<file path="config.mk">
export PLATFORM = sky130hd
export DESIGN_NAME = bchecc_syndm
export DESIGN_NICKNAME = d
export VERILOG_FILES = /design/src/source/gf13_pkg.sv /design/src/source/bch_pkg.sv /design/src/source/bchecc_syndm.sv /design/src/source/bchecc_syndm_lane.sv /design/src/source/gf13_mult.sv
export SDC_FILE = /design/constraint.sdc
export NUM_CORES = 1
export LEC_CHECK = 0
export ABC_CLOCK_PERIOD_IN_PS = 3900
export BUFFER_PORTS_ARGS = -buffer_cell sky130_fd_sc_hd__buf_2
export CAP_MARGIN = 20
export CORE_AREA = 3 3 178 180
export CTS_CLUSTER_SIZE = 24
export DETAILED_ROUTE_END_ITERATION = 8
export DIE_AREA = 0 0 181 183
export GPL_TIMING_DRIVEN = 1
export PLACE_DENSITY = 0.72
export SYNTH_ARGS = -nofsm -noshare
export SYNTH_HDL_FRONTEND = slang
export SYNTH_SLANG_ARGS = --single-unit
</file>
<file path="constraint.sdc">
create_clock -name clk -period 3.9 [get_ports clk]
set_clock_uncertainty 0.2 [all_clocks]
set_input_delay 0.195 -clock clk [delete_from_list [all_inputs] [get_ports clk]]
set_output_delay 0.195 -clock clk [all_outputs]
set_load 0.1 [all_outputs]
</file>
<file path="src/source/gf13_pkg.sv">
`default_nettype none

package gf13_pkg;

    // ~~~~~~~~~~~~~~~~~~~~~~~~~~~~~~
    // field definition
    // ~~~~~~~~~~~~~~~~~~~~~~~~~~~~~~

    localparam int GF_W = 13;                           // bits per element.
    localparam int GF_PROD_W = 2 * GF_W - 1;            // raw carry-less product.
    localparam int unsigned GF_ORDER = (1 << GF_W) - 1; // multiplicative group size.

    localparam logic [GF_W-1:0] GF_POLY = 13'h001B;     // x^4 + x^3 + x + 1.
    localparam logic [GF_W-1:0] GF_ALPHA = 13'h0002;    // primitive element x.

    typedef logic [GF_W-1:0] gf_elem_t;

    // ~~~~~~~~~~~~~~~~~~~~~~~~~~~~~~
    // elaboration helpers
    // ~~~~~~~~~~~~~~~~~~~~~~~~~~~~~~

    // shift and add, one bit of b at a time.
    function automatic gf_elem_t gf_mul_const(input gf_elem_t a, input gf_elem_t b);
        gf_elem_t acc;
        gf_elem_t sh;
        acc = '0;
        sh = a;
        for (int k = 0; k < GF_W; k++)
        begin
            if (b[k])
            begin
                acc = acc ^ sh;
            end
            sh = sh[GF_W-1] ? ((sh << 1) ^ GF_POLY) : (sh << 1); // x^13 folds back.
        end
        return acc;
    endfunction

    function automatic gf_elem_t gf_alpha_pow(input int unsigned n);
        gf_elem_t acc;
        int unsigned e;
        acc = gf_elem_t'(1);
        e = n % GF_ORDER;                               // alpha^8191 = 1.
        for (int unsigned k = 0; k < e; k++)
        begin
            acc = gf_mul_const(acc, GF_ALPHA);
        end
        return acc;
    endfunction

endpackage

`default_nettype wire
</file>
<file path="src/source/bch_pkg.sv">
`default_nettype none

package bch_pkg;

    // ~~~~~~~~~~~~~~~~~~~~~~~~~~~~~~
    // code parameters
    // ~~~~~~~~~~~~~~~~~~~~~~~~~~~~~~

    localparam int DATA_W = 8;          // one byte per strobe.
    localparam int NUM_SYNDM = 15;      // S1 .. S29, odd only.
    localparam int SHORT_SYNDM = 8;     // S1 .. S15 in t=8 mode.

    // ecc_mode_e picks the correction strength
    typedef enum logic
    {
        ECC_T8  = 1'b0,
        ECC_T15 = 1'b1
    } ecc_mode_e;

    // ~~~~~~~~~~~~~~~~~~~~~~~~~~~~~~
    // data types
    // ~~~~~~~~~~~~~~~~~~~~~~~~~~~~~~

    typedef struct packed
    {
        logic              avail;       // byte strobe.
        logic [DATA_W-1:0] data;
    } dec_byte_t;

    // element j carries S(2j+1).
    typedef gf13_pkg::gf_elem_t [NUM_SYNDM-1:0] syndm_set_t;

    // odd syndrome index served by lane j.
    function automatic int syndm_idx(input int lane);
        return 2 * lane + 1;
    endfunction

endpackage

`default_nettype wire

</file>
<file path="src/source/bchecc_syndm.sv">
`timescale 1ns/1ps
`default_nettype none

module bchecc_syndm
    import bch_pkg::*;
(
    input  wire logic       clk,
    input  wire logic       rst_n,
    input  wire logic       init_i,
    input  wire dec_byte_t  dec_i,
    input  wire ecc_mode_e  mode_i,
    output wire syndm_set_t syndm_o
);

    logic                 long_en;      // upper lanes run.
    logic [NUM_SYNDM-1:0] lane_load;

    // ~~~~~~~~~~~~~~~~~~~~~~~~~~~~~~
    // lane enables
    // ~~~~~~~~~~~~~~~~~~~~~~~~~~~~~~

    assign long_en = (mode_i == ECC_T15);

    // In t=8 mode the upper lanes freeze rather than clear, so their
    // contents stay visible until the next init.
    always_comb
    begin
        for (int j = 0; j < NUM_SYNDM; j++)
        begin
            if (j < SHORT_SYNDM)
            begin
                lane_load[j] = dec_i.avail;
            end
            else
            begin
                lane_load[j] = dec_i.avail & long_en;
            end
        end
    end

    // ~~~~~~~~~~~~~~~~~~~~~~~~~~~~~~
    // syndrome lanes
    // ~~~~~~~~~~~~~~~~~~~~~~~~~~~~~~

    for (genvar j = 0; j < NUM_SYNDM; j++)
    begin : g_lane
        bchecc_syndm_lane #(
            .SYNDM_IDX (syndm_idx(j))   // S1, S3, ... S29.
        ) u_bchecc_syndm_lane
        (
            .clk     (clk),
            .rst_n   (rst_n),
            .clear_i (init_i),
            .load_i  (lane_load[j]),
            .data_i  (dec_i.data),
            .syndm_o (syndm_o[j])
        );
    end

endmodule

`default_nettype wire

</file>
<file path="src/source/bchecc_syndm_lane.sv">
`timescale 1ns/1ps
`default_nettype none

module bchecc_syndm_lane
    import gf13_pkg::*;
    import bch_pkg::*;
#(
    parameter int SYNDM_IDX = 1     // odd syndrome index i.
)
(
    input  wire logic              clk,
    input  wire logic              rst_n,
    input  wire logic              clear_i,
    input  wire logic              load_i,
    input  wire logic [DATA_W-1:0] data_i,
    output gf_elem_t               syndm_o
);

    // one byte shifts the running value by eight bit positions.
    localparam gf_elem_t FB_CONST = gf_alpha_pow(8 * SYNDM_IDX);

    gf_elem_t              syndm_q;
    gf_elem_t              fb_prod;
    gf_elem_t              byte_term;
    gf_elem_t              syndm_nxt;
    gf_elem_t [DATA_W-1:0] bit_term;

    // ~~~~~~~~~~~~~~~~~~~~~~~~~~~~~~
    // feedback multiply
    // ~~~~~~~~~~~~~~~~~~~~~~~~~~~~~~

    gf13_mult u_gf13_mult
    (
        .a_i (syndm_q),
        .b_i (FB_CONST),
        .p_o (fb_prod)
    );

    // ~~~~~~~~~~~~~~~~~~~~~~~~~~~~~~
    // byte contribution
    // ~~~~~~~~~~~~~~~~~~~~~~~~~~~~~~

    // bit 0 arrives first, so it picks up the highest power.
    for (genvar m = 0; m < DATA_W; m++)
    begin : g_bit
        localparam gf_elem_t BIT_CONST = gf_alpha_pow(SYNDM_IDX * m);

        assign bit_term[m] = data_i[DATA_W-1-m] ? BIT_CONST : '0;
    end

    always_comb
    begin
        byte_term = '0;
        for (int m = 0; m < DATA_W; m++)
        begin
            byte_term = byte_term ^ bit_term[m];
        end
    end

    assign syndm_nxt = fb_prod ^ byte_term;     // horner step, eight bits wide.

    // ~~~~~~~~~~~~~~~~~~~~~~~~~~~~~~
    // syndrome register
    // ~~~~~~~~~~~~~~~~~~~~~~~~~~~~~~

    always_ff @(posedge clk)
    begin
        if (!rst_n)
        begin
            syndm_q <= '0;
        end
        else if (clear_i)
        begin
            syndm_q <= '0;                      // clear beats load.
        end
        else if (load_i)
        begin
            syndm_q <= syndm_nxt;
        end
    end

    assign syndm_o = syndm_q;

endmodule

`default_nettype wire

</file>
<file path="src/source/gf13_mult.sv">
`timescale 1ns/1ps
`default_nettype none

module gf13_mult
    import gf13_pkg::*;
(
    input  wire gf_elem_t a_i,
    input  wire gf_elem_t b_i,
    output gf_elem_t      p_o
);

    logic [GF_PROD_W-1:0] clmul;    // unreduced product, degree <= 24.
    logic [GF_PROD_W-1:0] red;

    // ~~~~~~~~~~~~~~~~~~~~~~~~~~~~~~
    // carry-less product
    // ~~~~~~~~~~~~~~~~~~~~~~~~~~~~~~

    always_comb
    begin
        clmul = '0;
        for (int k = 0; k < GF_W; k++)
        begin
            if (b_i[k])
            begin
                clmul = clmul ^ (GF_PROD_W'(a_i) << k);
            end
        end
    end

    // ~~~~~~~~~~~~~~~~~~~~~~~~~~~~~~
    // modular reduction
    // ~~~~~~~~~~~~~~~~~~~~~~~~~~~~~~

    // Work from the top term down. Each set bit k >= 13 is cancelled by
    // x^(k-13) times the full field polynomial, which only touches lower bits.
    always_comb
    begin
        red = clmul;
        for (int k = GF_PROD_W - 1; k >= GF_W; k--)
        begin
            if (red[k])
            begin
                red = red ^ (GF_PROD_W'({1'b1, GF_POLY}) << (k - GF_W)); // clears bit k.
            end
        end
    end

    assign p_o = red[GF_W-1:0];

endmodule

`default_nettype wire

</file>
==> out/qor.csv, run 1 <==
stage,metric,value,unit
setup_path,cp_cell_sequence,buf_2 > xnor3_1 > xnor2_1 > xnor3_1 > xor2_1 > or3_1 > a21oi_1,
yosys,yosys-top-cells-area,"xnor2_1, dfxtp_1, xnor3_1",
detailed_routing,vias_per_cell,5.29,
power,power_switching,7.88,mW
power,switching_share,0.484,
timing,rsz0062_at_grt,no,
layout,syn_to_final_growth,12.6,%
timing,post-route-period-util,0.722,
timing,relSlewSlack,0.283,
setup_path,cpMostUsedCell,xnor3_1,
setup_path,critPathTopFamily,XOR/XNOR gates,
global_route,grt_max_degree,136,
setup_path,cp-start-kind,primary input,
min_path,hp-start,dec_i[7],
global_route,antenna_found_initial,1,
place,gp_congestion,0.902,
timing,worstMarginPinSlew,1.07,ns
detailed_routing,drt_pre_antenna_iters,5,
job,max_cap_violations,0,
timing,drv_slew,0,
layout,layout_common_cells,"xnor2_1, buf_2, dfxtp_1, xor2_1, nor2_1",
yosys,ys_seq_area_frac,0.249,
yosys,synth_top_area_share,0.327,
yosys,avgSynthCellArea,9.53,µm²
floorplan,core-area,30300,µm²
clock_network,cts_root_buf,clkbuf_16,
power,static-leakage-power,7.40,nW
timing,report.final.setup_viol,0,
floorplan,die-width,181,µm
global_route,grt_first_pass_wirelength,67.2,mm
timing,fmax,355,MHz
yosys,yosys.cell_types.count,33,
layout,drive_gt1_frac,0.156,
clock_network,clk_path_buf_depth,2,
clock_network,cts_tree,built,
clock_network,cts-resized-gates,0,
yosys,synth_seq_cells,195,
detailed_routing,antenna_left,0,
yosys,syn_area,15700,µm²
clock_network,hold_buffers,0,
layout,antennaDiodeCount,0,
setup_path,slowest_stage,xnor3_1,
yosys,ys.flop_type,dfxtp_1,
layout,final_util,0.581,
clock_network,cts.htree.levels,4,
power,vdd_ir_drop_max,981,µV
power,combPwrFrac,0.694,
setup_path,startpoint,dec_i[2],
setup_path,cp_data_arrival_time,2.99,ns
power,cellPowerDensity,924,nW/µm²
power,pwr-share-seq,0.183,
clock_network,cts_setup_buffers,0,
floorplan,start_util,0.516,
setup_path,worst-setup-path-type,in -> reg,
layout,final_common_cell,xnor2_1,
global_route,grtUsageTotal,0.258,
global_route,grt_pass1_vias,11400,
setup_path,worst-path-buf-inv,1,
yosys,ys_warn_count,0,
yosys,synth_edf_count,0,
detailed_routing,wl,43.4,mm
layout,final_nets,1797,
place,io_buffers,207,
yosys,async_reset_ff_frac,0,
yosys,netlist_instances,1643,
yosys,syn_nets,1656,
clock_network,clock_latency,0.45,ns
clock_network,cts_buffers,17,
detailed_routing,drtIter0Drc,913,
place,dp_hpwl,32.0,mm
floorplan,num_rows,64,
setup_path,r2r_start,g_lane[8].u_bchecc_syndm_lane.syndm_o[10],
power,p_total,16.3,mW
global_route,gr-total-overflow,0,
floorplan,die_h,183,µm
power,clock_power_share,0.123,
detailed_routing,wl_per_cell,19.8,µm
timing,fin_tns_setup,0,ns
timing,hold_violations,0,
setup_path,crit_path_end_kind,register,
clock_network,clk_pin_slew_worst_paths,0.08,ns
floorplan,io-pin-count,208,
timing,post-route-min-period,2.82,ns
outcome,outcome,completed,
min_path,min_path_type,in -> reg,
detailed_routing,num_vias,11600,
setup_path,cp.required,4.08,ns
floorplan,die_area,33100,µm²
yosys,synth_largest_area_cell,xnor2_1,
power,power.internal,8.41,mW
clock_network,cts.sinks,195,
setup_path,cp_slowest_stage_delay,0.68,ns
setup_path,crit_fanout,16,
layout,largest_register_ffs,195,
detailed_routing,route.detailed.drc,0,
## worst min-delay path, delay by kind of cell
kind                   cells  cell delay [ns]
XOR/XNOR                   1             0.17
AO/OA/AOI/OAI              1             0.07
buffers and inverters      1             0.21
## path summary, 6_finish.rpt
check / endpoint / slack (ns) / cells past startpoint
setup / recovery: g_lane[14].u_bchecc_syndm_lane.syndm_o[7] / 1.08 / 7
hold / removal: g_lane[0].u_bchecc_syndm_lane.syndm_o[0] / 0.06 / 3
setup reg to reg: g_lane[8].u_bchecc_syndm_lane.syndm_o[1] / 1.18 / 6
hold reg to reg: g_lane[12].u_bchecc_syndm_lane.syndm_o[11] / 0.32 / 2
## layer usage
layer | GRT usage | vias up | part of all wire
li1 | - | 5507 | -
met1 | 0.346 | 5597 | 0.43
met2 | 0.423 | 412 | 0.47
met3 | 0.0454 | 69 | 0.068
met4 | 0.0935 | 2 | 0.031
met5 | 0 | - | 0.00030
## metrics by stage
stage          std cells  hold WS [ns]  worst slack, ns  instance area [µm²]
6_report            2192        0.0550             1.08                17600
5_1_grt             2192        0.0700             1.00                17600
4_1_cts             2192        0.0484             1.15                17600
3_5_place_dp        2161         0.308            0.688                17000
3_3_place_gp        2161         0.296            0.767                17000
2_1_floorplan       1643         0.211            0.716                15700
## power by group through the flow
stage                     clock network [mW]  logic, mW  registers, mW
after CTS                               2.02       11.3           2.97
after detailed placement                   0       11.2           3.01
after floorplan                            0       7.69           4.93
after global placement                     0       11.1           3.01
final                                   2.01       11.3           2.98
after global routing                    2.10       12.1           3.03
## logic make-up (layout without fill, tap and decap cells)
logic type,after synthesis,in the layout,share of synthesized area
AOI/OAI and AO/OA,139,139,0.0538
xor gates and xnor gates,871,871,0.569
buffers and inverters,115,268,0.0304
DFF,195,195,0.249
muxes,37,37,0.0237
and+or+nand+nor,286,286,0.0743
## Yosys cell counts, types with 4 or more instances
cell      count
mux2i_1      37
xor2_1      192
or3_1        21
buf_2        14
a211oi_1     54
clkbuf_1     81
xnor2_1     585
nand2_1     101
buf_4         7
dfxtp_1     195
o21ai_0      25
nor2_1      149
and2_1        4
xor2_2        4
a21oi_1      56
buf_1        11
xor3_1        8
xnor3_1      75
## cell type report
type	count	area (µm²)
repair buffers	235	1290
clock buffers	20	447
multi-input cells	1333	11300
well taps	396	495
fillers	2661	12700
flip-flops and latches	195	3900
clock inverters	11	198
inverters	2	7.51
Power figures use the tool's default switching activity.
==> run 2: changes to the inputs <==
--- a/config.mk
+++ b/config.mk
@@ -5,15 +5,16 @@
 export SDC_FILE = /design/constraint.sdc
 export NUM_CORES = 1
 export LEC_CHECK = 0
-export ABC_CLOCK_PERIOD_IN_PS = 3900
+export ABC_AREA = 1
+export ABC_CLOCK_PERIOD_IN_PS = 2500
 export BUFFER_PORTS_ARGS = -buffer_cell sky130_fd_sc_hd__buf_2
 export CAP_MARGIN = 20
-export CORE_AREA = 3 3 178 180
+export CORE_AREA = 3 3 213 215
 export CTS_CLUSTER_SIZE = 24
 export DETAILED_ROUTE_END_ITERATION = 8
-export DIE_AREA = 0 0 181 183
+export DIE_AREA = 0 0 216 218
 export GPL_TIMING_DRIVEN = 1
-export PLACE_DENSITY = 0.72
+export PLACE_DENSITY = 0.73
 export SYNTH_ARGS = -nofsm -noshare
 export SYNTH_HDL_FRONTEND = slang
 export SYNTH_SLANG_ARGS = --single-unit
==> constraint.sdc (replaced) <==
create_clock -name clk -period 2.5 [get_ports clk]
set_clock_uncertainty 0.2 [all_clocks]
set_input_delay 0.125 -clock clk [delete_from_list [all_inputs] [get_ports clk]]
set_output_delay 0.125 -clock clk [all_outputs]
set_load 0.1 [all_outputs]
==> out/qor.csv, run 2 <==
stage,metric,value,unit,change
setup_path,cp_data_arrival_time,2.54,ns,-0.45 ns
yosys,yosys-top-cells-area,"xor2_1, dfxtp_1, nand2_1",,
place,dp.cells,4221,,+95%
setup_path,cp-start-kind,primary input,,
detailed_routing,wl_per_cell,16.4,µm,-17%
layout,fin_cells,4262,,+94%
layout,final_common_cell,nand2_1,,
timing,post-route-min-period,2.37,ns,
clock_network,cts_root_buf,clkbuf_16,,
floorplan,die_h,218,µm,+19%
layout,stdcell_area,25100,µm²,+42%
detailed_routing,vias_per_cell,5.12,,-3.1%
clock_network,cts.htree.levels,4,,unchanged
global_route,grt_first_pass_wirelength,109,mm,+63%
floorplan,num_rows,77,,+20%
yosys,ys.flop_type,dfxtp_1,,
yosys,netlist_instances,3527,,+110%
detailed_routing,num_vias,21800,,+88%
yosys,syn_nets,3540,,+110%
yosys,avgSynthCellArea,6.39,µm²,-33%
yosys,syn_area,22600,µm²,+44%
place,postPlaceCellArea,24300,µm²,+43%
yosys,ys_seq_area_frac,0.173,,-0.0762
layout,layout_common_cells,"nand2_1, xor2_1, inv_1, xnor2_1, nand3_1",,
clock_network,clk_path_buf_depth,2,,unchanged
detailed_routing,wl,69.9,mm,+61%
outcome,outcome,completed,,
power,p_total,21.1,mW,+29%
yosys,ys_warn_count,0,,unchanged
yosys,synthTopCellsByCount,"nand2_1, xor2_1, inv_1, xnor2_1, nand3_1",,
yosys,async_reset_ff_frac,0,,unchanged
job,max_cap_violations,0,,unchanged
detailed_routing,drt_pre_antenna_iters,5,,unchanged
clock_network,cts.sinks,195,,unchanged
min_path,min_path_type,in -> reg,,
clock_network,clock_latency,0.47,ns,+0.02 ns
timing,relSlewSlack,0.478,,+0.194
place,io_buffers,207,,unchanged
detailed_routing,route.detailed.drc,0,,unchanged
clock_network,cts_tree,built,,
layout,final_nets,3669,,+100%
timing,post-route-period-util,0.947,,
power,vdd_ir_drop_max,788,µV,-20%
place,pre_cts_slack,-0.0363,ns,-0.724 ns
setup_path,regToRegSetupSlack,0.15,ns,-1.03 ns
timing,hold_violations,0,,unchanged
yosys,synth_seq_cells,195,,unchanged
setup_path,cp.required,2.68,ns,-1.40 ns
clock_network,clk_pin_slew_worst_paths,0.09,ns,about the same
layout,fillers,4348,,+63%
floorplan,core-area,43900,µm²,+45%
global_route,grt_pass1_vias,19700,,+73%
global_route,grtUsageTotal,0.291,,+0.0322
floorplan,io-pin-count,208,,unchanged
timing,fmax,422,MHz,
detailed_routing,drtIter0Drc,1627,,+78%
timing,drv_slew,0,,unchanged
yosys,synth_edf_count,0,,unchanged
clock_network,cts_buffers,17,,unchanged
layout,syn_to_final_growth,11.3,%,
floorplan,die-width,216,µm,+19%
place,dp_hpwl,53.7,mm,+68%
timing,report.final.setup_viol,0,,unchanged
layout,largest_register_ffs,195,,unchanged
yosys,synth_largest_area_cell,xor2_1,,
layout,multi_input_area,16300,µm²,+44%
global_route,antenna_found_initial,2,,+1
timing,layout_setup_ws,0.133,ns,-0.950 ns
global_route,grt_max_degree,134,,-1.5%
timing,worstMarginPinSlew,0.784,ns,-0.289 ns
yosys,synth_top_area_share,0.202,,-0.125
setup_path,worst-setup-path-type,in -> reg,,
setup_path,crit_fanout,7,,-9
layout,drive_gt1_frac,0.153,,-0.00301
yosys,synth.most_common_cell,nand2_1,,
floorplan,start_util,0.513,,-0.00264
power,cellPowerDensity,839,nW/µm²,-9.2%
power,static-leakage-power,13.2,nW,+79%
global_route,gr-total-overflow,0,,unchanged
detailed_routing,antenna_left,0,,unchanged
floorplan,die_area,47100,µm²,+42%
setup_path,crit_path_end_kind,register,,
layout,seq_area,4090,µm²,+4.7%
place,gp_congestion,0.960,,+6.4%
yosys,yosys.cell_types.count,42,,+27%
run 2: cell count changes after synthesis, sizes merged, moves of 37 or more:
cell / change
nand2: +957
a211oi: -53
buf: +55
mux2i: -37
xnor3: -76
xor2: +348
inv: +438
xnor2: -215
o21ai: +94
a21oi: +77
nand3: +240
run 2: timing repair:
item                                   in CTS  in global routing
pin swaps                                   0                  2
setup endpoints to repair                   2                 17
endpoints found under the hold margin       9                  0
resized for setup                           1                 25
cloned                                      0                  0
hold buffers                                3                  0
setup buffers                               0                  5
run 2: report_power, final:
group          switching, mW  leakage (nW)  internal (mW)
Sequential             0.642          1.65           3.41
Clock                   1.56         0.291           1.35
Combinational           9.26          11.3           4.85
run 2: per-stage QoR:
step | setup TNS [ns] | hold WS (ns) | util
6_report | 0 | 0.0399 | 0.572
5_1_grt | -0.00998 | 0.0648 | 0.572
4_1_cts | 0 | 0.0101 | 0.568
3_5_place_dp | -0.0363 | 0.285 | 0.554
3_3_place_gp | -0.0647 | 0.284 | 0.554
2_1_floorplan | -0.0411 | 0.232 | -
run 2: area by class of cell:
cell class	count	area share
clock inverter	15	0.00608
multi-input combinational	2714	0.648
sequential	195	0.163
tap	592	0.0295
inverter	442	0.0671
clock buffer	17	0.0169
timing repair buffer	286	0.0693
antenna	1	0.0000997
run 2: kinds of logic (layout without fill, tap and decap cells):
| family | Yosys count | after routing | share of synthesized area |
|---|---|---|---|
| buf+inv | 618 | 760 | 0.110 |
| compound gates | 292 | 292 | 0.0699 |
| simple gates | 1502 | 1502 | 0.276 |
| flops | 195 | 195 | 0.173 |
| other cells | 0 | 1 | 0 |
| xor+xnor | 920 | 920 | 0.371 |
run 2: final timing paths:
check	from	end	depth (start not counted)
worst max register to register	g_lane[8].u_bchecc_syndm_lane.syndm_o[11]	g_lane[8].u_bchecc_syndm_lane.syndm_o[6]	14
worst min register to register	g_lane[0].u_bchecc_syndm_lane.syndm_o[4]	g_lane[0].u_bchecc_syndm_lane.syndm_o[12]	2
worst min-delay path	mode_i	g_lane[14].u_bchecc_syndm_lane.syndm_o[10]	4
worst max-delay path	dec_i[5]	g_lane[11].u_bchecc_syndm_lane.syndm_o[9]	10
run 2: metal layers:
metal,global-route usage,wire [µm],vias up
met5,0,16,-
met4,0.0832,1790,2
met3,0.0481,5880,103
met2,0.473,31500,842
met1,0.398,30800,9969
li1,-,-,10900
run 2: critical path, cell delays in order:
cell and delay [ns]:
dlygate4sd3_1 0.57, buf_2 0.29, buf_4 0.26, xor2_2 0.33, buf_4 0.24, xor2_1 0.25, inv_1 0.12, xor2_1 0.16
o21ai_0 0.15, inv_1 0.05
==> run 3: changes to the inputs <==
==> constraint.sdc (replaced) <==
create_clock -name clk -period 2.5 [get_ports clk]
set_clock_uncertainty 0.2 [all_clocks]
set_input_delay 0 -clock clk [delete_from_list [all_inputs] [get_ports clk]]
set_output_delay 0 -clock clk [all_outputs]
set_load 0.1 [all_outputs]
==> out/qor.csv, run 3 (synthesized netlist as in run 2, its figures left out) <==
stage,metric,value,unit,change
outcome,outcome,"finished, violations left",,
outcome,failed_checks,negative hold slack,,
floorplan,die_h,218,µm,unchanged
layout,largest_register_ffs,195,,unchanged
timing,relSlewSlack,0.476,,-0.00212
floorplan,io-pin-count,208,,unchanged
clock_network,cts_setup_buffers,0,,unchanged
floorplan,die_area,47100,µm²,unchanged
timing,whs,-0.0134,ns,-0.0533 ns
setup_path,cp_data_arrival_time,2.60,ns,+0.06 ns
layout,stdcell_area,25000,µm²,-0.39%
clock_network,cts.sinks,195,,unchanged
clock_network,clk_path_buf_depth,2,,unchanged
detailed_routing,drtIter0Drc,1829,,+12%
clock_network,cts_buffers,17,,unchanged
layout,final_nets,3659,,-0.27%
layout,seq_area,4090,µm²,about the same
setup_path,slowest_stage,dlygate4sd3_1,,
detailed_routing,num_vias,21800,,-0.36%
detailed_routing,vias_per_cell,5.12,,about the same
setup_path,cpMostUsedCell,xnor2_1,,
setup_path,crit_fanout,6,,-1
setup_path,cp.required,2.71,ns,+0.03 ns
detailed_routing,drt_pre_antenna_iters,6,,+1
global_route,grtUsageTotal,0.292,,+0.00183
timing,report.final.setup_viol,0,,unchanged
floorplan,start_util,0.513,,unchanged
timing,worstMarginPinSlew,0.787,ns,+0.00319 ns
global_route,grt_max_degree,116,,-13%
place,io_buffers,207,,unchanged
global_route,grt_pass1_vias,19700,,-0.20%
timing,hold_violations,3,,+3
timing,fin_tns_setup,0,ns,unchanged
detailed_routing,antenna_left,0,,unchanged
min_path,min_path_type,in -> reg,,
layout,drive_gt1_frac,0.147,,-0.00614
setup_path,cp_cell_sequence,xnor2_1 > xnor2_1 > xor2_1 > xnor2_1 > a21oi_1 > dlygate4sd3_1,,
global_route,grt_first_pass_wirelength,109,mm,-0.31%
floorplan,num_rows,77,,unchanged
detailed_routing,wl_per_cell,16.5,µm,+0.59%
setup_path,cp_slowest_stage_delay,0.57,ns,about the same
global_route,gr-total-overflow,0,,unchanged
layout,antennaDiodeCount,0,,-1
place,gp_congestion,0.948,,-1.2%
floorplan,core-area,43900,µm²,unchanged
timing,drv_slew,0,,unchanged
setup_path,crit_path_end_kind,register,,
global_route,antenna_found_initial,2,,unchanged
layout,syn_to_final_growth,10.9,%,
clock_network,cts_tree,built,,
timing,rsz0062_at_grt,no,,
timing,post-route-min-period,2.39,ns,+0.0258 ns
detailed_routing,route.detailed.drc,0,,unchanged
timing,fmax,418,MHz,-1.1%
clock_network,cts_root_buf,clkbuf_16,,
place,postPlaceCellArea,24200,µm²,-0.47%
job,max_cap_violations,0,,unchanged
power,cellPowerDensity,839,nW/µm²,about the same
setup_path,cp-start-kind,register,,
floorplan,die-width,216,µm,unchanged
clock_network,cts.htree.levels,4,,unchanged
clock_network,clock_latency,0.52,ns,+0.05 ns
clock_network,clk_pin_slew_worst_paths,0.09,ns,about the same
setup_path,worst-setup-path-type,reg -> reg,,
layout,fillers,4361,,+0.30%
layout,multi_input_area,16300,µm²,about the same
power,vdd_ir_drop_max,739,µV,-6.3%
layout,final_common_cell,nand2_1,,
detailed_routing,wl,70.1,mm,+0.33%
layout,layout_common_cells,"nand2_1, xor2_1, inv_1, xnor2_1, nand3_1",,
timing,post-route-period-util,0.957,,+0.0103
power,static-leakage-power,13.2,nW,-0.55%
place,dp_hpwl,52.7,mm,-1.8%
==> run 3: changes by cell type in the layout (fill, tap and decap cells not counted), sizes merged <==
cell / before / now
inv: 449 / 445
clkinvlp: 2 / 5
bufinv: 0 / 1
clkbuf: 17 / 18
dlygate4sd3: 3 / 9
diode: 1 / 0
buf: 283 / 266
==> run 3: worst paths after layout <==
check                                                 start                                         end  slack [ns]  cells after the start
setup / recovery  g_lane[3].u_bchecc_syndm_lane.syndm_o[12]    g_lane[3].u_bchecc_syndm_lane.syndm_o[5]        0.11                      6
hold / removal                                        rst_n  g_lane[14].u_bchecc_syndm_lane.syndm_o[10]       -0.01                      6
setup reg to reg  g_lane[3].u_bchecc_syndm_lane.syndm_o[12]    g_lane[3].u_bchecc_syndm_lane.syndm_o[5]        0.11                      6
hold reg to reg    g_lane[0].u_bchecc_syndm_lane.syndm_o[4]   g_lane[0].u_bchecc_syndm_lane.syndm_o[12]        0.30                      2
==> run 3: routing by layer <==
layer  global-route usage  share of wire  vias to the layer above
met2                0.468           0.45                      802
met1                0.393           0.44                     9916
met3               0.0571          0.083                      109
li1                     -              -                    10900
met4                0.106          0.031                        4
met5                    0        0.00031                        -
==> run 3: worst max-delay path: cells and delay by family (launching register included) <==
family	cells	cell delay [ns]
buf+inv	1	0.57
compound gates	1	0.08
flops	1	0.49
xor+xnor	4	0.95
==> run 3: final cells by class <==
| cell class | instances | share of cell area |
|---|---|---|
| flip-flops and latches | 195 | 0.163 |
| inverters | 442 | 0.0670 |
| well taps | 592 | 0.0296 |
| multi-input cells | 2714 | 0.651 |
| repair buffers | 276 | 0.0665 |
| clock inverters | 15 | 0.00600 |
| clock buffers | 17 | 0.0170 |
==> run 3: what timing repair did <==
| action | in CTS | in global routing |
|---|---|---|
| hold buffers | 10 | 0 |
| endpoints found under the hold margin | 123 | 0 |
| resized for setup | 1 | 18 |
| setup endpoints to repair | 1 | 12 |
| gates cloned | 0 | 1 |
==> run 3: where the power goes <==
group / internal [mW] / switching [mW]
sequential: 3.41 / 0.642
clock: 1.40 / 1.55
combinational: 4.80 / 9.17
==> run 3: metrics by stage <==
stage,util,worst slack (ns),hold WS (ns),total power [mW],std cells
2_1_floorplan,-,-0.0411,0.107,15.4,3527
3_3_place_gp,0.551,-0.0231,0.257,17.7,4209
3_5_place_dp,0.551,0.0130,0.263,17.9,4209
4_1_cts,0.567,0.0867,0.00672,20.9,4251
5_1_grt,0.569,0.00183,0.0195,22.8,4251
6_report,0.569,0.107,-0.0134,21.0,4251
